$ cat src/logic/core_pkg.sv
/*
 * Control block shared definitions
 * Wishbone request/response structs, slave address map,
 * setting register numbers, reset values and readback layout
 */
package core_pkg;

   // Bus geometry
   localparam int BUS_DW   = 32;   // Data width
   localparam int BUS_AW   = 16;   // Byte address width
   localparam int BUS_SW   = 4;    // Byte selects
   localparam int DECODE_W = 8;    // Upper address bits used by the decoder

   typedef struct packed {
      logic [BUS_AW-1:0] adr;
      logic [BUS_DW-1:0] dat;
      logic [BUS_SW-1:0] sel;
      logic              we;
      logic              stb;
      logic              cyc;
   } wb_req_t;

   typedef struct packed {
      logic [BUS_DW-1:0] dat;
      logic              ack;
   } wb_rsp_t;

   ////////////////////////////////////////////////////////////
   // Address map compared against adr[15:8] under the mask
   localparam logic [DECODE_W-1:0] MAIN_RAM_BASE = 8'h00;   // 0x0000-0x3FFF
   localparam logic [DECODE_W-1:0] MAIN_RAM_MASK = 8'hC0;
   localparam logic [DECODE_W-1:0] READBACK_BASE = 8'h5C;   // 0x5C00-0x5FFF
   localparam logic [DECODE_W-1:0] READBACK_MASK = 8'hFC;
   localparam logic [DECODE_W-1:0] SETTINGS_BASE = 8'h70;   // 0x7000-0x7FFF
   localparam logic [DECODE_W-1:0] SETTINGS_MASK = 8'hF0;
   localparam logic [DECODE_W-1:0] BOOT_RAM_BASE = 8'hC0;   // 0xC000-0xFFFF
   localparam logic [DECODE_W-1:0] BOOT_RAM_MASK = 8'hC0;

   localparam logic [BUS_AW-1:0] BOOT_SWAP_MASK = 16'hC000;
   localparam int RAM_AW = 10;   // 1K words per RAM

   // One-hot slave strobes
   typedef logic [3:0] slave_sel_t;
   localparam int SLV_MAIN     = 0;
   localparam int SLV_READBACK = 1;
   localparam int SLV_SETTINGS = 2;
   localparam int SLV_BOOT     = 3;

   ////////////////////////////////////////////////////////////
   // Settings bus
   localparam int SET_AW       = 8;
   localparam int SR_MISC      = 0;
   localparam int SR_DIVSW     = 180;   // Two registers
   localparam int SR_CLK_OUTS  = 0;
   localparam int SR_LEDS_SW   = 3;
   localparam int SR_PHY_RESET = 4;
   localparam int SR_BLDR_DONE = 5;
   localparam int SR_LED_SRC   = 6;

   localparam logic [7:0]  LED_SRC_RESET = 8'b0001_1110;
   localparam logic        DIVSW_RESET   = 1'b1;
   localparam logic [31:0] COMPAT_NUM    = 32'h0008_0002;   // Major 8, minor 2

   // Readback word indices
   localparam logic [3:0] RB_ADC_WORD    = 4'd6;
   localparam logic [3:0] RB_COMPAT_WORD = 4'd12;
   localparam logic [3:0] RB_STATUS_WORD = 4'd13;

endpackage

$ cat src/logic/wb_decoder.sv
/*
 * Wishbone address decoder
 * Turns the upper address byte into one-hot slave strobes and
 * merges the slave responses back to the master
 */
`timescale 1ns/1ps

module wb_decoder (
   input  core_pkg::wb_req_t    req_i,
   output core_pkg::slave_sel_t sel_o,
   input  core_pkg::wb_rsp_t    main_rsp_i,
   input  core_pkg::wb_rsp_t    readback_rsp_i,
   input  core_pkg::wb_rsp_t    settings_rsp_i,
   input  core_pkg::wb_rsp_t    boot_rsp_i,
   output core_pkg::wb_rsp_t    rsp_o
);
   import core_pkg::*;

   logic [DECODE_W-1:0] dec_adr;
   logic                bus_active;
   logic                main_hit;
   logic                readback_hit;
   logic                settings_hit;
   logic                boot_hit;
   logic                ram_hit;

   function automatic logic window_hit(
      input logic [DECODE_W-1:0] adr,
      input logic [DECODE_W-1:0] base,
      input logic [DECODE_W-1:0] mask
   );
      window_hit = ((adr ^ base) & mask) == '0;
   endfunction

   assign dec_adr    = req_i.adr[BUS_AW-1 -: DECODE_W];
   assign bus_active = req_i.cyc & req_i.stb;

   assign main_hit     = window_hit(dec_adr, MAIN_RAM_BASE, MAIN_RAM_MASK);
   assign readback_hit = window_hit(dec_adr, READBACK_BASE, READBACK_MASK);
   assign settings_hit = window_hit(dec_adr, SETTINGS_BASE, SETTINGS_MASK);
   assign boot_hit     = window_hit(dec_adr, BOOT_RAM_BASE, BOOT_RAM_MASK);
   assign ram_hit      = main_hit | boot_hit;   // RAM windows win any overlap

   ////////////////////////////////////////////////////////////
   // Slave strobes
   assign sel_o[SLV_MAIN]     = bus_active & main_hit;
   assign sel_o[SLV_BOOT]     = bus_active & boot_hit;
   assign sel_o[SLV_READBACK] = bus_active & readback_hit & ~ram_hit;
   assign sel_o[SLV_SETTINGS] = bus_active & settings_hit & ~ram_hit;

   ////////////////////////////////////////////////////////////
   // Idle slaves drive zeros so the responses simply OR together
   assign rsp_o.dat = main_rsp_i.dat | readback_rsp_i.dat
                    | settings_rsp_i.dat | boot_rsp_i.dat;
   assign rsp_o.ack = main_rsp_i.ack | readback_rsp_i.ack
                    | settings_rsp_i.ack | boot_rsp_i.ack;

endmodule

$ cat config.mk
export PLATFORM = sky130hd
export DESIGN_NAME = wb_decoder
export DESIGN_NICKNAME = d
export VERILOG_FILES = /design/src/logic/core_pkg.sv /design/src/logic/wb_decoder.sv
export SDC_FILE = /design/constraint.sdc
export NUM_CORES = 1
export LEC_CHECK = 0
export BUFFER_PORTS_ARGS = -buffer_cell sky130_fd_sc_hd__buf_2
export CAP_MARGIN = 25
export CORE_AREA = 5 5 83 85
export DETAILED_ROUTE_END_ITERATION = 7
export DIE_AREA = 0 0 88 90
export PLACE_DENSITY_LB_ADDON = 0.15
export SETUP_SLACK_MARGIN = 0.2
export SLEW_MARGIN = 20
export SYNTH_ARGS = -nofsm -noshare
export SYNTH_HDL_FRONTEND = slang
export SYNTH_SLANG_ARGS = --single-unit
$ cat constraint.sdc
create_clock -name vclk -period 1.1
set_clock_uncertainty 0.1 [all_clocks]
set_input_delay 0.055 -clock vclk [all_inputs]
set_output_delay 0.055 -clock vclk [all_outputs]
set_load 0.05 [all_outputs]
# Yosys cells after proc, flatten, opt, wreduce, memory -nomap -nowiden
# Cells that the tools add are included.
# totals
elab_cells,22
in_bits,187
output_inout_bits,37
regBits,0
# op_classes
n_reduce_logical,4
bitwise_logic,18
# op_table
operator,n
$or 32x32->32,3
$logic_not 8->1,4
$and 1x1->1,7
$not 4->4,1
$or 1x1->1,4
$not 3->3,1
$not 2->2,1
$not 1->1,1

# Logic depth before layout (Yosys ltp)
# depth
ltp_word,5
mapped_depth,4
mapped_depth_nobuf,4

# Least setup slack after synthesis
# Ideal clock, no wire load.
# synth_path
path_kind,input -> output
startpoint,input port req_i[54] in the netlist's numbering
endpoint,output port sel_o[1]
path_buffers,0
stages,4
slack_ns,-1.135
arrival_time_ns,2.080
t_required_ns,0.945
cell_sequence,inv_1 ha_1 nand4_1 nor4b_1
# synth_between
elab_chain_len,5
word_cells_on_any_way,8
cone_classes,bitwise: 5; reduce/logical: 3
# synth_rtl
element,line,rtl
"start, declared",wb_decoder.sv:9,"input core_pkg::wb_req_t req_i,"
$not 2->2 (no line),-,
$logic_not 8->1,wb_decoder.sv:32,window_hit = ((adr ^ base) & mask) == '0;
$or 1x1->1,wb_decoder.sv:42,assign ram_hit = main_hit | boot_hit;
$not 1->1,wb_decoder.sv:48,assign sel_o[SLV_READBACK] = bus_active & readback_hit & ~ram_hit;
$and 1x1->1 *,wb_decoder.sv:48,
"end, declared",wb_decoder.sv:10,"output core_pkg::slave_sel_t sel_o,"
# Every way passes the cells marked *; elsewhere a longest branch is shown, timed or not.

# Final worst setup path
# Same ends and word-level chain as after synthesis.

==> flow_summary.rst <==
.. list-table::
   :header-rows: 1

   * - Metric
     - Value
   * - Status
     - finished with violations
   * - Violations in the final reports
     - negative setup slack
   * - Kind of start point of the critical path
     - input pin
   * - Worst-case vdd ir drop
     - 136 uV
   * - Cell breakdown of the critical path
     - buf_8 > inv_8 > ha_4 > nand4_1 > nor4b_4 > buf_6
   * - Remaining routing DRC violations
     - 0
   * - Pins over their slew limit
     - 0
   * - Post-layout instance area
     - 2250 um2
   * - Count of warnings emitted by yosys
     - 0
   * - Design Power
     - 0.700 mW
   * - Peak clock frequency supported by timing
     - 0.883 GHz
   * - Global placer's final weighted congestion
     - 0.671
   * - All-Layer GR Usage
     - 0.0765
   * - Core box area
     - 6130 um2
   * - Critical Path End Type
     - primary output
   * - Fraction of the cycle the final worst path needs
     - 1.03
   * - Cell at the slowest stage of the critical path
     - sky130_fd_sc_hd__ha_4
   * - Initial core utilization
     - 0.0545
   * - Most repeated cell in the gate-level netlist after synthesis
     - sky130_fd_sc_hd__or4_1
   * - Sequential cell area fraction in the yosys report
     - 0
   * - Post-synthesis net count
     - 235
   * - Share of total power in sequential cells
     - 0
   * - Cell types with the highest counts after synthesis
     - sky130_fd_sc_hd__or4_1 (33), sky130_fd_sc_hd__ha_1 (3), sky130_fd_sc_hd__and3_1 (2), sky130_fd_sc_hd__inv_1 (2), sky130_fd_sc_hd__nand4_1 (2)
   * - Count of unique library cells instantiated by Yosys
     - 8
   * - WS Path Type
     - in2out
   * - Part of the total power dissipated in the clock network
     - 0
   * - Detailed Place HPWL
     - 3010 um
   * - Net count of the finished layout
     - 417
   * - Maximum fanout along the worst path
     - 2
   * - Area enclosed by the die boundary
     - 7920 um2
   * - Width of the chip
     - 88 um
   * - Vias in the first global route
     - 1164
   * - Kind of path behind the tightest hold check
     - in2out
   * - Layout fillers
     - 623
   * - Port bufs
     - 177
   * - Total via count in the routed design
     - 1181
   * - Boundary pin count
     - 224
   * - Diodes inserted
     - 0
   * - RSZ-0062 raised after global routing
     - true
   * - Post-synthesis average cell area
     - 7.42 um2
   * - Critical path arrival
     - 0.98 ns
   * - Final setup violation count
     - 1
   * - Power Density
     - 311 nW/um2
   * - Number of placed cells counting well taps
     - 301
   * - Hold buffers post-CTS
     - 0
   * - Final hold violation count
     - 0
   * - Via count normalized by instance count
     - 3.91
   * - Initial DRC count
     - 7
   * - Storage element area
     - 0 um2
   * - Largest net degree at the start of global routing
     - 4
   * - Synth Instances
     - 45
   * - Power share of the combinational group
     - 1.000
   * - Share of Yosys cell area claimed by the top area cell type
     - 0.742
   * - Internal power
     - 0.448 mW
   * - Critical path launch point
     - req_i[54]
   * - Area growth from synthesis to layout
     - 572%
   * - Period minus WS final
     - 1.13 ns
   * - Dpl ws
     - -0.257 ns
   * - Sw power
     - 0.252 mW
   * - Number of clock buffer instances in the layout
     - 0
   * - Final Instance Count excl. Fillers
     - 302
   * - Biggest area consumer among synthesized cells
     - sky130_fd_sc_hd__or4_1
   * - Chip height
     - 90 um
   * - Number of antenna violations at the first check in global routing
     - 0
   * - Switching Fraction
     - 0.360
   * - Number of placement rows
     - 29
   * - Total standard cell area after synthesis
     - 334 um2
   * - Overflow after GRT
     - 0
   * - Wirelength per Cell
     - 12.0 um
   * - Number of iterations in the first detailed-routing pass
     - 4
   * - Relative slew slack
     - 0.830
   * - # Max-Cap Violations
     - 0
   * - Largest cells by area after synthesis
     - sky130_fd_sc_hd__or4_1 (74%), sky130_fd_sc_hd__ha_1 (11%), sky130_fd_sc_hd__and3_1 (3.7%)
   * - Measured slew at the worst slew-check pin
     - 0.256 ns
   * - Worst setup margin
     - -0.0330 ns
   * - Origin of the worst min-delay path
     - boot_rsp_i[17]
   * - Placed Instance Area
     - 1510 um2
   * - Worst path required time
     - 0.94 ns
   * - Peak per-stage delay on the critical path
     - 0.25 ns
   * - Global-route wire length before repair
     - 5120 um
   * - Ratio of cells with drive above 1 in the final layout
     - 0.978
   * - Count of sequential standard cells
     - 0
   * - Sum of routed wire length over all layers
     - 3620 um
   * - Leakage
     - 1.10 nW
   * - Post-route antenna net violation count
     - 0
   * - Worst hold margin
     - 0.309 ns
-- power by group through the flow --
stage,logic (mW),registers (mW),clock network [mW]
2_1_floorplan,0.201,0,0
3_3_place_gp,0.483,0,0
3_5_place_dp,0.488,0,0
4_1_cts,0.645,0,0
5_1_grt,0.740,0,0
6_report,0.700,0,0
-- per-stage QoR --
stage                     setup TNS, ns   util
after floorplan                  -0.175      -
after global placement           -0.340  0.245
after detailed placement         -0.320  0.245
after CTS                       -0.0421  0.340
after global routing            -0.0776  0.366
final                           -0.0330  0.366
-- logic make-up (layout without fill, tap and decap cells) --
group	after synthesis	after routing	synth area share
buf+inv	2	182	0.0225
simple gates	40	40	0.865
fa+ha+maj	3	3	0.112
-- metal layers --
metal | track usage | routed length [um] | vias to the layer above
met5 | 0 | 0 | -
met4 | 0 | 0 | 0
met3 | 0.0229 | 647 | 0
met2 | 0.169 | 2170 | 89
met1 | 0.0670 | 808 | 524
li1 | - | - | 568
-- final timing paths --
kind,to,slack [ns],cells after the start
worst min-delay path,rsp_o[17],0.31,3
worst max-delay path,sel_o[1],-0.03,6
-- placed cells by master (no fill, tap or decap) --
cell type,n
sky130_fd_sc_hd__and3_1,1
sky130_fd_sc_hd__and3_4,1
sky130_fd_sc_hd__buf_12,1
sky130_fd_sc_hd__buf_2,85
sky130_fd_sc_hd__buf_4,3
sky130_fd_sc_hd__buf_6,56
sky130_fd_sc_hd__buf_8,35
sky130_fd_sc_hd__ha_1,1
sky130_fd_sc_hd__ha_4,2
sky130_fd_sc_hd__inv_8,2
sky130_fd_sc_hd__nand2_1,1
sky130_fd_sc_hd__nand4_1,2
sky130_fd_sc_hd__nor2_4,1
sky130_fd_sc_hd__nor4b_4,1
sky130_fd_sc_hd__or4_4,33
-- area by class of cell --
cell class | count | area (um2) | share of cell area
repair buffers | 180 | 1620 | 0.723
multi-input cells | 43 | 503 | 0.224
well taps | 77 | 96.3 | 0.0429
inverters | 2 | 22.5 | 0.0100
-- worst max-delay path, delay by kind of cell --
kind,cells,cell delay [ns]
adders and majority gates,1,0.25
and+or+nand+nor,2,0.37
buffers and inverters,3,0.31
-- what timing repair did --
| action | CTS | global route |
|---|---|---|
| pin swaps | 34 | 22 |
| endpoints found under the setup margin | 37 | 36 |
| setup buffers | 0 | 1 |
| gates resized for setup | 145 | 25 |
Note: power is estimated with default switching activity, not from simulation.
