<file path="config.mk">
export PLATFORM = sky130hd
export DESIGN_NAME = misc_settings
export DESIGN_NICKNAME = d
export VERILOG_FILES = /design/src/logic/core_pkg.sv /design/src/logic/misc_settings.sv
export SDC_FILE = /design/constraint.sdc
export NUM_CORES = 1
export LEC_CHECK = 0
export ABC_AREA = 1
export BUFFER_PORTS_ARGS = -buffer_cell sky130_fd_sc_hd__buf_2
export CAP_MARGIN = 20
export CELL_PAD_IN_SITES_DETAIL_PLACEMENT = 0
export CELL_PAD_IN_SITES_GLOBAL_PLACEMENT = 1
export CORE_MARGIN = 3
export CORE_UTILIZATION = 25
export DETAILED_ROUTE_END_ITERATION = 7
export GPL_TIMING_DRIVEN = 0
export PLACE_DENSITY_LB_ADDON = 0.1
export SYNTH_ARGS = -nofsm -noshare
export SYNTH_HDL_FRONTEND = slang
export SYNTH_SLANG_ARGS = --single-unit
</file>
<file path="constraint.sdc">
create_clock -name wb_clk -period 1.2 [get_ports wb_clk]
set_input_delay 0.18 -clock wb_clk [delete_from_list [all_inputs] [get_ports wb_clk]]
set_output_delay 0.18 -clock wb_clk [all_outputs]
set_load 0.02 [all_outputs]
</file>
<file path="src/logic/core_pkg.sv">
/*
 * Control block shared definitions
 * Wishbone request/response structs, slave address map,
 * setting register numbers, reset values and readback layout
 */
package core_pkg;

   // Bus geometry
   localparam int BUS_DW   = 32;   // Data width
   localparam int BUS_AW   = 16;   // Byte address width
   localparam int BUS_SW   = 4;    // Byte selects
   localparam int DECODE_W = 8;    // Upper address bits used by the decoder

   typedef struct packed {
      logic [BUS_AW-1:0] adr;
      logic [BUS_DW-1:0] dat;
      logic [BUS_SW-1:0] sel;
      logic              we;
      logic              stb;
      logic              cyc;
   } wb_req_t;

   typedef struct packed {
      logic [BUS_DW-1:0] dat;
      logic              ack;
   } wb_rsp_t;

   ////////////////////////////////////////////////////////////
   // Address map compared against adr[15:8] under the mask
   localparam logic [DECODE_W-1:0] MAIN_RAM_BASE = 8'h00;   // 0x0000-0x3FFF
   localparam logic [DECODE_W-1:0] MAIN_RAM_MASK = 8'hC0;
   localparam logic [DECODE_W-1:0] READBACK_BASE = 8'h5C;   // 0x5C00-0x5FFF
   localparam logic [DECODE_W-1:0] READBACK_MASK = 8'hFC;
   localparam logic [DECODE_W-1:0] SETTINGS_BASE = 8'h70;   // 0x7000-0x7FFF
   localparam logic [DECODE_W-1:0] SETTINGS_MASK = 8'hF0;
   localparam logic [DECODE_W-1:0] BOOT_RAM_BASE = 8'hC0;   // 0xC000-0xFFFF
   localparam logic [DECODE_W-1:0] BOOT_RAM_MASK = 8'hC0;

   localparam logic [BUS_AW-1:0] BOOT_SWAP_MASK = 16'hC000;
   localparam int RAM_AW = 10;   // 1K words per RAM

   // One-hot slave strobes
   typedef logic [3:0] slave_sel_t;
   localparam int SLV_MAIN     = 0;
   localparam int SLV_READBACK = 1;
   localparam int SLV_SETTINGS = 2;
   localparam int SLV_BOOT     = 3;

   ////////////////////////////////////////////////////////////
   // Settings bus
   localparam int SET_AW       = 8;
   localparam int SR_MISC      = 0;
   localparam int SR_DIVSW     = 180;   // Two registers
   localparam int SR_CLK_OUTS  = 0;
   localparam int SR_LEDS_SW   = 3;
   localparam int SR_PHY_RESET = 4;
   localparam int SR_BLDR_DONE = 5;
   localparam int SR_LED_SRC   = 6;

   localparam logic [7:0]  LED_SRC_RESET = 8'b0001_1110;
   localparam logic        DIVSW_RESET   = 1'b1;
   localparam logic [31:0] COMPAT_NUM    = 32'h0008_0002;   // Major 8, minor 2

   // Readback word indices
   localparam logic [3:0] RB_ADC_WORD    = 4'd6;
   localparam logic [3:0] RB_COMPAT_WORD = 4'd12;
   localparam logic [3:0] RB_STATUS_WORD = 4'd13;

endpackage

</file>
<file path="src/logic/misc_settings.sv">
/*
 * Settings bus and miscellaneous setting registers
 * Bus writes become register strobes; holds clock outputs, PHY reset,
 * bootloader done, LEDs, LED source and diversity switches
 */
`timescale 1ns/1ps

module misc_settings (
   input  logic              wb_clk,
   input  logic              wb_rst_i,
   input  core_pkg::wb_req_t req_i,
   input  logic              stb_i,
   output core_pkg::wb_rsp_t rsp_o,
   input  logic [3:0]        run_i,
   output logic [7:0]        leds_o,
   output logic [1:0]        lms_res_o,
   output logic              phy_resetn_o,
   output logic [1:0]        div_sw_o,
   output logic              bldr_done_o
);
   import core_pkg::*;

   logic              ack_q;
   logic              set_stb;
   logic [SET_AW-1:0] set_addr;
   logic [BUS_DW-1:0] set_data;

   logic [1:0] lms_res_q;    // Bits 6:5 of the clock outputs
   logic [7:0] led_sw_q;
   logic [7:0] led_src_q;    // 1 = hardware, 0 = software
   logic [7:0] led_hw;
   logic       phy_reset_q;
   logic       bldr_done_q;
   logic [1:0] div_sw_q;

   ////////////////////////////////////////////////////////////
   // Bus side
   always_ff @(posedge wb_clk) begin
      if (wb_rst_i) begin
         ack_q <= 1'b0;
      end else begin
         ack_q <= stb_i & ~ack_q;
      end
   end

   assign set_stb   = ack_q & req_i.we;             // Coincides with write ack
   assign set_addr  = req_i.adr[SET_AW+1:2];        // Word number mod 256
   assign set_data  = req_i.dat;
   assign rsp_o.ack = ack_q;
   assign rsp_o.dat = '0;                           // Write-only window

   ////////////////////////////////////////////////////////////
   // Registers
   always_ff @(posedge wb_clk) begin
      if (wb_rst_i) begin
         lms_res_q   <= '0;
         led_sw_q    <= '0;
         led_src_q   <= LED_SRC_RESET;
         phy_reset_q <= 1'b0;
         bldr_done_q <= 1'b0;
         div_sw_q    <= {2{DIVSW_RESET}};
      end else if (set_stb) begin
         case (set_addr)
            SET_AW'(SR_MISC + SR_CLK_OUTS):  lms_res_q   <= set_data[6:5];
            SET_AW'(SR_MISC + SR_LEDS_SW):   led_sw_q    <= set_data[7:0];
            SET_AW'(SR_MISC + SR_PHY_RESET): phy_reset_q <= set_data[0];
            SET_AW'(SR_MISC + SR_BLDR_DONE): bldr_done_q <= set_data[0];
            SET_AW'(SR_MISC + SR_LED_SRC):   led_src_q   <= set_data[7:0];
            SET_AW'(SR_DIVSW):               div_sw_q[0] <= set_data[0];
            SET_AW'(SR_DIVSW + 1):           div_sw_q[1] <= set_data[0];
            default: ;                       // Not ours
         endcase
      end
   end

   ////////////////////////////////////////////////////////////
   // Outputs and LED mux
   assign led_hw = {3'b000, run_i, 1'b0};
   assign leds_o = (led_src_q & led_hw) | (~led_src_q & led_sw_q);

   assign lms_res_o    = lms_res_q;
   assign phy_resetn_o = ~phy_reset_q;
   assign div_sw_o     = div_sw_q;
   assign bldr_done_o  = bldr_done_q;

endmodule

</file>
# After elaboration in Yosys (flattened, before gate mapping)
# Index checks and enable logic that the tools add are counted.
# W data, S select, Z words.
# op_classes
eq_ne	6
bitwise	8
reduce_logical	8
# op_table
op	n
$eq A8 B3 Y1 const B	3
$eq A8 B8 Y1 const B	2
$reduce_and A2 Y1	7
$and A8 B5 Y8	1
$and A8 B8 Y8	1
$eq A8 B2 Y1 const B	1
$logic_not A8 Y1	1
$not A8 Y8	1
$or A8 B8 Y8	1
$and A1 B1 Y1	2
$not A1 Y1	2
# word_totals
register_bits	23
inputBits	62
output_inout_bits	47
elab_cells	30

# Logic depth before layout (Yosys ltp)
# depth
depth_word	3
mapped_depth	7

# Least setup slack after synthesis
# No wires, ideal clock.
# synth_timing
path_kind	flip-flop to flip-flop
from	register ack_q
to	register led_sw_q[7]
arrival_ps	955
required_ps	1136
slack_ps	181
stages_incl_launch_ff	7
path_buffers	0
period_less_slack_ps	1019
cell_sequence	dfxtp_1 -> nand2_2 -> inv_2 -> nand3_2 -> nor2_4 -> nor2_1 -> nor2_1
# synth_between
elab_chain_len	2
# synth_lines
element	line	text
start: declaration	misc_settings.sv:23	logic ack_q;
start signal: assignment	misc_settings.sv:42	ack_q <= stb_i & ~ack_q;
$and A1 B1 Y1	misc_settings.sv:46	assign set_stb = ack_q & req_i.we;
$reduce_and A2 Y1 (no line)	-	
end signal: assignment	misc_settings.sv:65	SET_AW'(SR_MISC + SR_LEDS_SW): led_sw_q <= set_data[7:0];
end: declaration	misc_settings.sv:29	logic [7:0] led_sw_q;
# No other way between the ends.
# A chain may end at the register's enable or synchronous reset.

# Final worst setup path
# layout_timing
from	register led_src_q[1]
to	output port leds_o[1]
# layout_between
elab_chain_len	3
elab_cells_between_ends	4
# layout_lines
element	line	text
start: declaration	misc_settings.sv:30	logic [7:0] led_src_q;
start signal: assignment	misc_settings.sv:68	SET_AW'(SR_MISC + SR_LED_SRC): led_src_q <= set_data[7:0];
$not A8 Y8	misc_settings.sv:79	assign leds_o = (led_src_q & led_hw) | (~led_src_q & led_sw_q);
$and A8 B8 Y8	misc_settings.sv:79	
$or A8 B8 Y8 (*)	misc_settings.sv:79	
end: declaration	misc_settings.sv:15	output logic [7:0] leds_o,
# Mark *: on every way between the ends. The rest lies on a longest branch, timed or not.

==> impl_metrics.toml <==
[global_route]
antenna_found_initial = 0
grt-ovfl-total = 0
track_usage_pct = 10.5
grt_pass1_vias = 1158
grt_pass1_wl_um = 5260
grt_max_degree = 13

[power_and_ir_drop]
p_int_mw = 1.15
p_comb_share_pct = 22.1
power_switching_mw = 0.442
power_density_mw_per_mm2 = 830
p_sw_share_pct = 27.8
p_clk_share_pct = 29.7
seqPwrFrac_pct = 48.3
p_leak_nw = 1.06
irDropWorstVdd_uv = 495

[synth]
synth_compound_area_share_pct = 0.719
yosysMostFrequentCell = "nor2_1"
synth-seq-area-share_pct = 33.1
synth-seq-cells = 23
synth_top_family_by_area = "simple AND/OR/NAND/NOR gates"
synthDominantCellAreaShare_pct = 33.1
synth_area_per_cell_um2 = 6.82
ys_types = 19
yosysTopAreaCell = "dfxtp_1"
synthTopCellsByCount = "nor2_1 (42), nand2_1 (37), buf_4 (33)"
yosys.area_share.simple_pct = 37.6
synth_edf_count = 0
synthTopCellsByArea = "dfxtp_1 (33%), buf_4 (18%), nor2_1 (11%), nand2_1 (10%), nand3_1 (9.4%)"
ys.flop_type = "dfxtp_1"
synth_warnings = 0
synth_mux_area_share_pct = 3.24
async_reset_ff_share_pct = 0
syn_inst = 204
synthXorXnorAreaFrac_pct = 0
synth_adder_area_share_pct = 0
syn_area_mm2 = 0.00139

[sta]
fin_crit_ns = 1.21
setup_viol = 4
tns_ns = -0.0366
fin_crit_sh_pct = 101
worst_slack_ns = -0.0112
fmax_ghz = 0.826
timing.final.hold_violations = 0
slew_violations = 0
clock_skew_ns = 0.00427
rsz0062_at_grt = "true"

[detailed_routing]
drt_iter0_drc = 47
via_count = 1265
ant_nets = 0
drt_first_pass_iters = 4
wl_um = 3250
via_per_inst = 3.62
drc = 0
wl_per_cell_um = 9.32

[finish]
nets = 342
syn_to_final_growth_pct = 37.6
antenna_cells = 0
drive_gt1_share_pct = 36.6

[floorplan]
rows = 26
dieArea_mm2 = 0.00650
die-width_um = 80.6
core_area_mm2 = 0.00524
ioPinCount = 109
die_y_um = 80.6
start_util_pct = 26.6

[run_status]
violations = "setup timing"
outcome = "complete, but fails checks"

[clock_tree]
insertion_delay_ns = 0.26
clk_root_buffer_cell = "clkbuf_8"
cts_made_buffers = 3
postCtsHoldBufs = 0
htree_levels = 1
clockBufferDepth = 2
numClockSinks = 23
cts_tree = "yes"
clkTransAtPathRegs_ns = 0.08

[worst_hold_path]
holdCritPathClass = "primary input to register"

[critical_path]
crit_type = "register to primary output"
cp-start-kind = "register"
required_ns = 1.02
cp.arrival_ns = 1.03
cp_max_fo = 2
cp-end-kind = "primary output"

[placed_design]
dpl_worst_slack_ns = -0.0862
port_buffers = 38
place_hpwl_um = 2580
gp_congestion = 0.705

[run]
drv_cap = 0
-- layout make-up --
class	count	area (µm²)
tap	70	87.6
inverter	22	85.1
multi-input combinational	154	733
sequential	23	467
buffer	36	267
fill	595	3320
clock buffer	4	45.0
timing repair buffer	40	230
-- through the flow --
stage	utilization [%]	cells	power, mW	instance area, µm²	hold WS, ns
final	36.6	349	1.59	1910	0.130
after CTS	36.3	348	1.62	1900	0.119
after detailed placement	34.1	343	1.11	1790	0.411
after global placement	34.1	343	1.11	1790	0.398
after floorplan	-	235	1.04	1510	0.303
after global routing	36.6	349	1.69	1910	0.164
-- layer usage --
metal,vias up,GRT usage (%),share of wire [%]
met5,-,0,0
met4,0,2.03,0.71
met3,2,4.04,9.2
met2,40,17.1,45
met1,511,13.3,45
li1,712,-,-
-- path summary, 6_finish.rpt --
path	from	end	slack (ns)	depth (start not counted)
worst max-delay path	led_src_q[1]	leds_o[1]	-0.01	2
worst min-delay path	stb_i	ack_q	0.13	3
worst max register to register	ack_q	led_sw_q[5]	0.10	6
worst min register to register	ack_q	ack_q	0.45	1
-- registers in the layout (all words and copies together) (netlist names) --
signal	flops
led_sw_q	8
led_src_q	8
lms_res_o	2
phy_reset_q	1
div_sw_o	2
bldr_done_o	1
ack_q	1
-- critical path, stage by stage, from the launching register on --
cell and delay, ns:
dfxtp_2 0.34, mux2_4 0.30, buf_6 0.13
-- logic make-up after synthesis --
| logic type | Yosys count |
|---|---|
| AOI/OAI and AO/OA | 2 |
| muxes | 4 |
| and+or+nand+nor | 116 |
| DFF | 23 |
| buffers and inverters | 58 |
| other | 1 |
-- power by group through the flow --
stage | registers, mW | clock network (mW) | logic (mW)
final | 0.767 | 0.472 | 0.351
after global routing | 0.768 | 0.539 | 0.383
after CTS | 0.768 | 0.505 | 0.348
after detailed placement | 0.785 | 0 | 0.329
after global placement | 0.785 | 0 | 0.328
after floorplan | 0.784 | 0 | 0.255
-- what timing repair did --
action                                 CTS  global route
setup endpoints to repair               20            14
pin swaps                                1             5
resized for setup                       20             3
setup buffers                            1             1
cloned                                   0             0
endpoints found under the hold margin    0             0
-- cells in the final DEF, fill, tap and decap left out, drive strengths merged, types with 4 or more instances in the layout --
cell type and count:
nand2 39, nand3 27, mux2 4, inv 22, buf 75, dfxtp 23
nor2 48, clkbuf 5, conb 32
Power figures use the tool's default switching activity.
