===== config.mk =====
export PLATFORM = sky130hd
export DESIGN_NAME = readback_mux
export DESIGN_NICKNAME = d
export VERILOG_FILES = /design/src/logic/core_pkg.sv /design/src/logic/readback_mux.sv
export SDC_FILE = /design/constraint.sdc
export NUM_CORES = 1
export LEC_CHECK = 0
export BUFFER_PORTS_ARGS = -buffer_cell sky130_fd_sc_hd__buf_2
export CAP_MARGIN = 10
export CORE_ASPECT_RATIO = 0.7
export CORE_UTILIZATION = 38
export CTS_BUF_LIST = sky130_fd_sc_hd__clkbuf_2
export CTS_CLUSTER_SIZE = 10
export DETAILED_ROUTE_END_ITERATION = 7
export GPL_TIMING_DRIVEN = 1
export PLACE_DENSITY = 0.89
export SLEW_MARGIN = 20
export SYNTH_ARGS = -nofsm -noshare
export SYNTH_HDL_FRONTEND = slang
export SYNTH_SLANG_ARGS = --single-unit
export TNS_END_PERCENT = 10

===== constraint.sdc =====
create_clock -name wb_clk -period 2.8 [get_ports wb_clk]
set_clock_uncertainty 0.15 [all_clocks]
set_input_delay 0.56 -clock wb_clk [delete_from_list [all_inputs] [get_ports wb_clk]]
set_output_delay 0.56 -clock wb_clk [all_outputs]
set_load 0.005 [all_outputs]

===== src/logic/core_pkg.sv =====
/*
 * Control block shared definitions
 * Wishbone request/response structs, slave address map,
 * setting register numbers, reset values and readback layout
 */
package core_pkg;

   // Bus geometry
   localparam int BUS_DW   = 32;   // Data width
   localparam int BUS_AW   = 16;   // Byte address width
   localparam int BUS_SW   = 4;    // Byte selects
   localparam int DECODE_W = 8;    // Upper address bits used by the decoder

   typedef struct packed {
      logic [BUS_AW-1:0] adr;
      logic [BUS_DW-1:0] dat;
      logic [BUS_SW-1:0] sel;
      logic              we;
      logic              stb;
      logic              cyc;
   } wb_req_t;

   typedef struct packed {
      logic [BUS_DW-1:0] dat;
      logic              ack;
   } wb_rsp_t;

   ////////////////////////////////////////////////////////////
   // Address map compared against adr[15:8] under the mask
   localparam logic [DECODE_W-1:0] MAIN_RAM_BASE = 8'h00;   // 0x0000-0x3FFF
   localparam logic [DECODE_W-1:0] MAIN_RAM_MASK = 8'hC0;
   localparam logic [DECODE_W-1:0] READBACK_BASE = 8'h5C;   // 0x5C00-0x5FFF
   localparam logic [DECODE_W-1:0] READBACK_MASK = 8'hFC;
   localparam logic [DECODE_W-1:0] SETTINGS_BASE = 8'h70;   // 0x7000-0x7FFF
   localparam logic [DECODE_W-1:0] SETTINGS_MASK = 8'hF0;
   localparam logic [DECODE_W-1:0] BOOT_RAM_BASE = 8'hC0;   // 0xC000-0xFFFF
   localparam logic [DECODE_W-1:0] BOOT_RAM_MASK = 8'hC0;

   localparam logic [BUS_AW-1:0] BOOT_SWAP_MASK = 16'hC000;
   localparam int RAM_AW = 10;   // 1K words per RAM

   // One-hot slave strobes
   typedef logic [3:0] slave_sel_t;
   localparam int SLV_MAIN     = 0;
   localparam int SLV_READBACK = 1;
   localparam int SLV_SETTINGS = 2;
   localparam int SLV_BOOT     = 3;

   ////////////////////////////////////////////////////////////
   // Settings bus
   localparam int SET_AW       = 8;
   localparam int SR_MISC      = 0;
   localparam int SR_DIVSW     = 180;   // Two registers
   localparam int SR_CLK_OUTS  = 0;
   localparam int SR_LEDS_SW   = 3;
   localparam int SR_PHY_RESET = 4;
   localparam int SR_BLDR_DONE = 5;
   localparam int SR_LED_SRC   = 6;

   localparam logic [7:0]  LED_SRC_RESET = 8'b0001_1110;
   localparam logic        DIVSW_RESET   = 1'b1;
   localparam logic [31:0] COMPAT_NUM    = 32'h0008_0002;   // Major 8, minor 2

   // Readback word indices
   localparam logic [3:0] RB_ADC_WORD    = 4'd6;
   localparam logic [3:0] RB_COMPAT_WORD = 4'd12;
   localparam logic [3:0] RB_STATUS_WORD = 4'd13;

endpackage


===== src/logic/readback_mux.sv =====
/*
 * Readback status window
 * Sixteen read-only words selected by adr[5:2], one-cycle acknowledge
 */
`timescale 1ns/1ps

module readback_mux (
   input  logic              wb_clk,
   input  logic              wb_rst_i,
   input  core_pkg::wb_req_t req_i,
   input  logic              stb_i,
   output core_pkg::wb_rsp_t rsp_o,
   input  logic [11:0]       adc_i_i,
   input  logic [11:0]       adc_q_i,
   input  logic              button_i,
   input  logic [1:0]        aux_ld_i
);
   import core_pkg::*;

   logic [BUS_DW-1:0] word_sel;
   logic [BUS_DW-1:0] rd_dat;
   logic              ack_q;

   always_comb begin
      case (req_i.adr[5:2])
         RB_ADC_WORD:    word_sel = {adc_i_i, 4'b0, adc_q_i, 4'b0};
         RB_COMPAT_WORD: word_sel = COMPAT_NUM;
         RB_STATUS_WORD: word_sel = {16'b0, aux_ld_i[1], aux_ld_i[0], button_i, 13'b0};
         default:        word_sel = '0;
      endcase
   end

   always_ff @(posedge wb_clk) begin
      if (wb_rst_i) begin
         ack_q <= 1'b0;
      end else begin
         ack_q <= stb_i & ~ack_q;
      end
   end

   always_ff @(posedge wb_clk) begin
      if (stb_i & ~ack_q) begin
         rd_dat <= word_sel;   // Sampled with the request
      end
   end

   assign rsp_o.ack = ack_q;
   assign rsp_o.dat = ack_q ? rd_dat : '0;

endmodule


After elaboration in Yosys (flattened, before gate mapping)
Cells that the tools add are included.

Flip-flop bits (word level): 33. Bits in latches: 0. Memory bits (writable): 0. Memory bits (read-only): 0. Input port bits: 85. Memories kept: 0.

$add $sub $neg: 0. $mul: 0. Divide/modulo/power cells: 0. $lt $le $gt $ge: 0. Equal/unequal tests: 3. Shift operators: 0. Mux-type cells: 2. Bitwise logic cells: 2. Reduce and logical (&&, ||, !) cells: 0.

Operators by type and width (count): $pmux W32 S3 (1); $mux W32 (1); $eq A4 B4 Y1 const B (2); $eq A4 B3 Y1 const B (1); $and A1 B1 Y1 (1); $not A1 Y1 (1).

Depth between registers and ports, before layout
Gate-level depths: netlist (run 1).

Word-level depth: 2. Depth in mapped cells: 3. Gate-level depth less buffers: 2.

Least setup slack after synthesis (run 1)
OpenSTA, ideal clock, no wires.

Kind: input -> register. From: input port stb_i. To: register rd_dat[10], enable pin. Data arrival time: 1.728 ns. Data required time: 2.239 ns. Slack: 0.511 ns. Cell stages on the path: 1. Path buffers: 0. Cell sequence: nor2b_1.

Longest elaborated chain between the ends: 1.

RTL lines: from (decl) (line readback_mux.sv:11) `input logic stb_i,`; $and A1 B1 Y1 (line readback_mux.sv:42) `if (stb_i & ~ack_q) begin`; to (signal assigned) (line readback_mux.sv:43) `rd_dat <= word_sel;`; to (decl) (line readback_mux.sv:21) `logic [BUS_DW-1:0] rd_dat;`.

Every way passes these cells. A chain may end at the register's enable or synchronous reset.

==> results of run 1 <==
==> path summary, 6_finish.rpt <==
check | cells after the start | from | endpoint
setup / recovery | 2 | ack_q | rsp_o[20]
hold / removal | 2 | wb_rst_i | ack_q
setup reg to reg | 2 | ack_q | rd_dat[9]
hold reg to reg | 2 | ack_q | rd_dat[7]
==> kinds of logic (layout without fill, tap and decap cells) <==
kind of cell    count (synthesis)  after routing
simple gates                   57             57
flops                          26             26
buf+inv                        12             65
compound gates                  3              3
other cells                     1              6
==> state kept, by name (all words and copies together) (netlist names) <==
| register | count |
|---|---|
| rd_dat | 25 |
| ack_q | 1 |
==> placed cells by master (no fill, tap or decap) <==
cell       count
a21boi_0       3
and2_1        25
and2_2        21
and4bb_2       1
buf_2         60
buf_4          1
clkbuf_2       4
conb_1         6
dfxtp_1        1
edfxtp_1      25
nand2_1        1
nand4b_1       3
nand4bb_1      3
nor2b_1        1
nor2b_2        1
nor3_1         1
==> per-layer routing <==
layer | track usage (%) | vias up | wire length (um) | share of wire, %
met3 | 3.41 | 0 | 106 | 4.7
met1 | 15.5 | 382 | 1010 | 45
met2 | 23.2 | 33 | 1130 | 50
met5 | 0 | - | 0 | 0
met4 | 3.00 | 0 | 0 | 0
li1 | - | 440 | - | -
==> stage by stage <==
stage                     instance area, um^2  power [mW]  std cells
after floorplan                          1300       0.499        104
after global placement                   1580       0.532        191
after detailed placement                 1580       0.535        191
after CTS                                1600       0.673        195
after global routing                     1600       0.699        195
final                                    1600       0.665        195
==> power breakdown <==
part / switching, mW / internal [mW]
combinational: 0.0322 / 0.0388
sequential: 0.00788 / 0.446
clock: 0.102 / 0.0378
==> worst max-delay path, cell delays in order, from the launching register on <==
cell,delay (ns)
dfxtp_1,0.78
and2_1,0.23
buf_2,0.11
==> area by class of cell <==
cell class                 count  area (um^2)  area share, %
tap                           38         47.5           2.97
multi-input combinational     66          455           28.4
timing repair buffer          61          308           19.2
clock buffer                   4         20.0           1.25
sequential                    26          771           48.1
==> reports/metrics.cfg, run 1 <==
[clock_tree]
post_cts_resized = 0
hold_buffers = 0
cts_root_buf = clkbuf_2
numCtsBuffers = 3
htreeDepth = 1
cts_sinks = 26
clock_latency_ns = 0.32
clkTransAtPathRegs_ns = 0.22
cts_tree = yes
cts_setup_buffers = 0
cts-root-to-sink-buffers = 2

[synth]
synthSimpleGateAreaFrac_pct = 31.8
synthFlopType = edfxtp_1
syn_inst = 99
synth_top_family_by_area = simple AND/OR/NAND/NOR gates
synthAdderAreaFrac_pct = 0
synth_top_cells_by_count = 25 x and2_1, 25 x edfxtp_1, 21 x and2_2, 8 x buf_4
syn-cell-area_um2 = 1280
syn_avg_cell_area_um2 = 13.0
ys_ff_latch = 26
synth_top_area_share_pct = 58.5
ys.warnings.count = 0
synth_xor_area_share_pct = 0
synth_edf_count = 25
ys_async_sr_fraction_pct = 0
seq_area_frac_synth_pct = 60.1
yosys.area.top_type = edfxtp_1
synth_area_leaders = edfxtp_1 59%, and2_2 12%, and2_1 12%
yosysUniqueCellTypes = 15
synth_compound_area_share_pct = 1.76
muxShareOfSynthArea_pct = 0

[critical_path]
worstPathArrival_ns = 1.45
end_kind = output pin
r2r_setup_slack_ns = 1.28
cp.required_ns = 2.09
worstSetupStartpointType = register
path_class = reg -> out
critPathMaxFanout = 27

[floorplanning]
dieArea_um2 = 3610
num_rows = 17
die_w_um = 71.4
io_pins = 118
coreArea_um2 = 3190
start_util_pct = 40.2
fp.dieH_um = 50.6

[finish]
final_util_pct = 50.2
drive_above_1_share_pct = 56.1
fillers = 295
area_growth_pct = 24.9
antenna_cells = 0
nets = 243

[power_and_ir_drop]
ir_drop_mv = 0.167
powerDensity_nw_per_um2 = 415
p_leak_nw = 0.756

[placed_design]
io_buffers = 60
dp_hpwl_um = 1670
gpl.final_weighted_congestion = 0.676
pre_cts_slack_ns = 1.00

[sta]
setup_viol_count_final = 0
post-route-period-util_pct = 77.1
tns_ns = 0
holdWs_ns = 0.202
worstMarginPinSlew_ns = 0.637
fmax_ghz = 0.463
rsz0062_at_grt = false
min_period_ns = 2.16
worst_slack_ns = 0.641
drv_slew = 0
max_slew_margin_pct = 57.5
hold_violations = 0

[job]
maxCapViolCount = 0

[global_route]
grt_overflow = 0
grt_pass1_vias = 791
grt_antenna_before_repair = 0
grt_pass1_wl_um = 3480
gr-usage-all-layers_pct = 12.9
grt_max_degree = 28

[detailed_routing]
wl_um = 2250
via_per_inst = 4.38
vias = 855
dr.pass1.iters = 7
drc = 0
drt_iter0_drc = 39
wl_per_cell_um = 11.6
ant_nets = 0

[status]
status = finished clean

[min_path]
hold_path_class = in -> reg

(Power assumes the default switching activity.)
==> inputs of run 2 (changes only) <==
--- a/config.mk
+++ b/config.mk
@@ -8,12 +8,12 @@
 export BUFFER_PORTS_ARGS = -buffer_cell sky130_fd_sc_hd__buf_2
 export CAP_MARGIN = 10
 export CORE_ASPECT_RATIO = 0.7
-export CORE_UTILIZATION = 38
+export CORE_UTILIZATION = 34
 export CTS_BUF_LIST = sky130_fd_sc_hd__clkbuf_2
 export CTS_CLUSTER_SIZE = 10
 export DETAILED_ROUTE_END_ITERATION = 7
 export GPL_TIMING_DRIVEN = 1
-export PLACE_DENSITY = 0.89
+export PLACE_DENSITY = 0.85
 export SLEW_MARGIN = 20
 export SYNTH_ARGS = -nofsm -noshare
 export SYNTH_HDL_FRONTEND = slang
==> constraint.sdc (replaced) <==
create_clock -name wb_clk -period 1.9 [get_ports wb_clk]
set_clock_uncertainty 0.15 [all_clocks]
set_input_delay 0.38 -clock wb_clk [delete_from_list [all_inputs] [get_ports wb_clk]]
set_output_delay 0.38 -clock wb_clk [all_outputs]
set_load 0.005 [all_outputs]
==> run 2 against run 1 <==
Combinational power up 59%. Total power grew 46%. Via count rose by 1.1%. Setup slack worse by 0.44 ns. Clock-buffer cell count fell by 1. Critical path depth grew 1. Sequential cell count did not move. Utilization decreased by 4.3 points. Routed wire length down 6.0%. Die area is 11% higher. Largest cell class unchanged. Largest power group unchanged.
==> reports/metrics.cfg, run 2 (synthesized netlist as in run 1, its figures left out) <==
[status]
status = finished clean

[floorplanning]
coreArea_um2 = 3560  ; +12%
die_w_um = 75.4  ; +5.6%
num_rows = 18  ; +1
io_pins = 118  ; unchanged
fp.dieH_um = 53.4  ; +5.5%
start_util_pct = 36.0  ; -4.2 points
dieArea_um2 = 4030  ; +11%

[detailed_routing]
drt_iter0_drc = 20  ; -49%
vias = 864  ; +1.1%
wl_um = 2120  ; -6.0%
drc = 0  ; unchanged
dr.pass1.iters = 3  ; -4
ant_nets = 0  ; unchanged
via_per_inst = 4.13  ; -5.7%
wl_per_cell_um = 10.1  ; -12%

[power_and_ir_drop]
switching_share_pct = 21.3  ; -0.12 points
seq_power_share_pct = 68.3  ; about the same
internal-power_mw = 0.763  ; +46%
powerDensity_nw_per_um2 = 593  ; +43%
power_switching_mw = 0.206  ; +45%
clockPowerShare_pct = 20.0  ; -1.1 points
ir_drop_mv = 0.264  ; +58%
pwr-share-comb_pct = 11.7  ; +1.0 points
p_leak_nw = 0.763  ; +0.90%

[clock_tree]
cts-root-to-sink-buffers = 2  ; unchanged
cts_tree = yes
cts_root_buf = clkbuf_2
clock_latency_ns = 0.32  ; about the same
cts_setup_buffers = 0  ; unchanged
numCtsBuffers = 3  ; unchanged
clkTransAtPathRegs_ns = 0.22  ; about the same
cts_sinks = 26  ; unchanged
hold_buffers = 1  ; +1
post_cts_resized = 0  ; unchanged
htreeDepth = 1  ; unchanged

[finish]
antenna_cells = 0  ; unchanged
nets = 245  ; +0.82%
largest_reg_flops = 25  ; unchanged
area_growth_pct = 27.3
reg.largest.list = rd_dat (25), ack_q (1)
final_common_cell = buf_2
layout_common_cells = 60 x buf_2, 25 x and2_1, 25 x edfxtp_1, 21 x and2_2, 6 x conb_1
drive_above_1_share_pct = 55.3  ; -0.71 points
top_register = rd_dat
stdcell_area_um2 = 1630  ; +2.0%

[sta]
post-route-period-util_pct = 89.4
fmax_ghz = 0.589
drv_slew = 0  ; unchanged
setup_viol_count_final = 0  ; unchanged
tns_ns = 0  ; unchanged
hold_violations = 0  ; unchanged
rsz0062_at_grt = false
min_period_ns = 1.70

[global_route]
grt_pass1_vias = 662  ; -16%
gr-usage-all-layers_pct = 10.4  ; -2.5 points
grt_antenna_before_repair = 0  ; unchanged
grt_pass1_wl_um = 3010  ; -13%
grt_overflow = 0  ; unchanged
grt_max_degree = 28  ; unchanged

[min_path]
hold_path_class = in -> reg

[placed_design]
dp_hpwl_um = 1640  ; -1.5%
placed_area_um2 = 1600  ; +1.4%
gpl.final_weighted_congestion = 0.668  ; -1.1%
io_buffers = 60  ; unchanged

[critical_path]
critPathMaxFanout = 27  ; unchanged
crit_slowest_cell = dfxtp_1
path_class = reg -> out
worstPathArrival_ns = 1.17  ; -0.28 ns
path_cells = buf_4 -> and2_1 -> buf_2
end_kind = output pin
worstSetupStartpointType = register
cpPeakStageDelay_ns = 0.35  ; -0.43 ns
cp.required_ns = 1.37  ; -0.72 ns

[job]
maxCapViolCount = 0  ; unchanged

run 2: power by group through the flow:
| stage | clock, mW | combinational, mW | sequential [mW] |
|---|---|---|---|
| after floorplan | 0 | 0.0599 | 0.675 |
| after global placement | 0 | 0.112 | 0.675 |
| after detailed placement | 0 | 0.115 | 0.676 |
| after CTS | 0.208 | 0.116 | 0.663 |
| after global routing | 0.226 | 0.128 | 0.665 |
| final | 0.194 | 0.113 | 0.662 |
run 2: through the flow:
stage | instances | util, % | power [mW] | worst slack (ns) | hold slack (ns)
after floorplan | 104 | - | 0.735 | 0.261 | 0.302
after global placement | 204 | 45.1 | 0.787 | 0.371 | 0.397
after detailed placement | 204 | 45.1 | 0.790 | 0.347 | 0.388
after CTS | 209 | 45.9 | 0.987 | 0.149 | 0.135
after global routing | 209 | 45.9 | 1.02 | 0.0858 | 0.115
final | 209 | 45.9 | 0.969 | 0.202 | 0.168
run 2: area by class of cell:
class                      count  area [um^2]
multi-input combinational     66          455
clock inverter                 1         3.75
fill                         353         1930
timing repair buffer          63          325
clock buffer                   3         15.0
tap                           50         62.6
sequential                    26          771
run 2: worst max-delay path: cells and delay by family (launching register included):
family                 cells  cell delay (ns)
and+or+nand+nor            1             0.16
buffers and inverters      2             0.32
DFF                        1             0.35
run 2: final timing paths:
| path | end | cells after the start | startpoint | slack, ns |
|---|---|---|---|---|
| worst min-delay path | rd_dat[26] | 2 | adc_i_i[6] | 0.17 |
| worst max register to register | rd_dat[26] | 3 | ack_q | 0.51 |
| worst min register to register | ack_q | 4 | ack_q | 0.87 |
| worst max-delay path | rsp_o[30] | 3 | ack_q | 0.20 |
run 2: routing by layer:
layer,vias up,track usage [%],wire (um)
met5,-,0,0
met3,2,3.62,124
li1,441,-,-
met2,40,17.1,956
met1,381,13.2,1020
met4,0,1.85,16
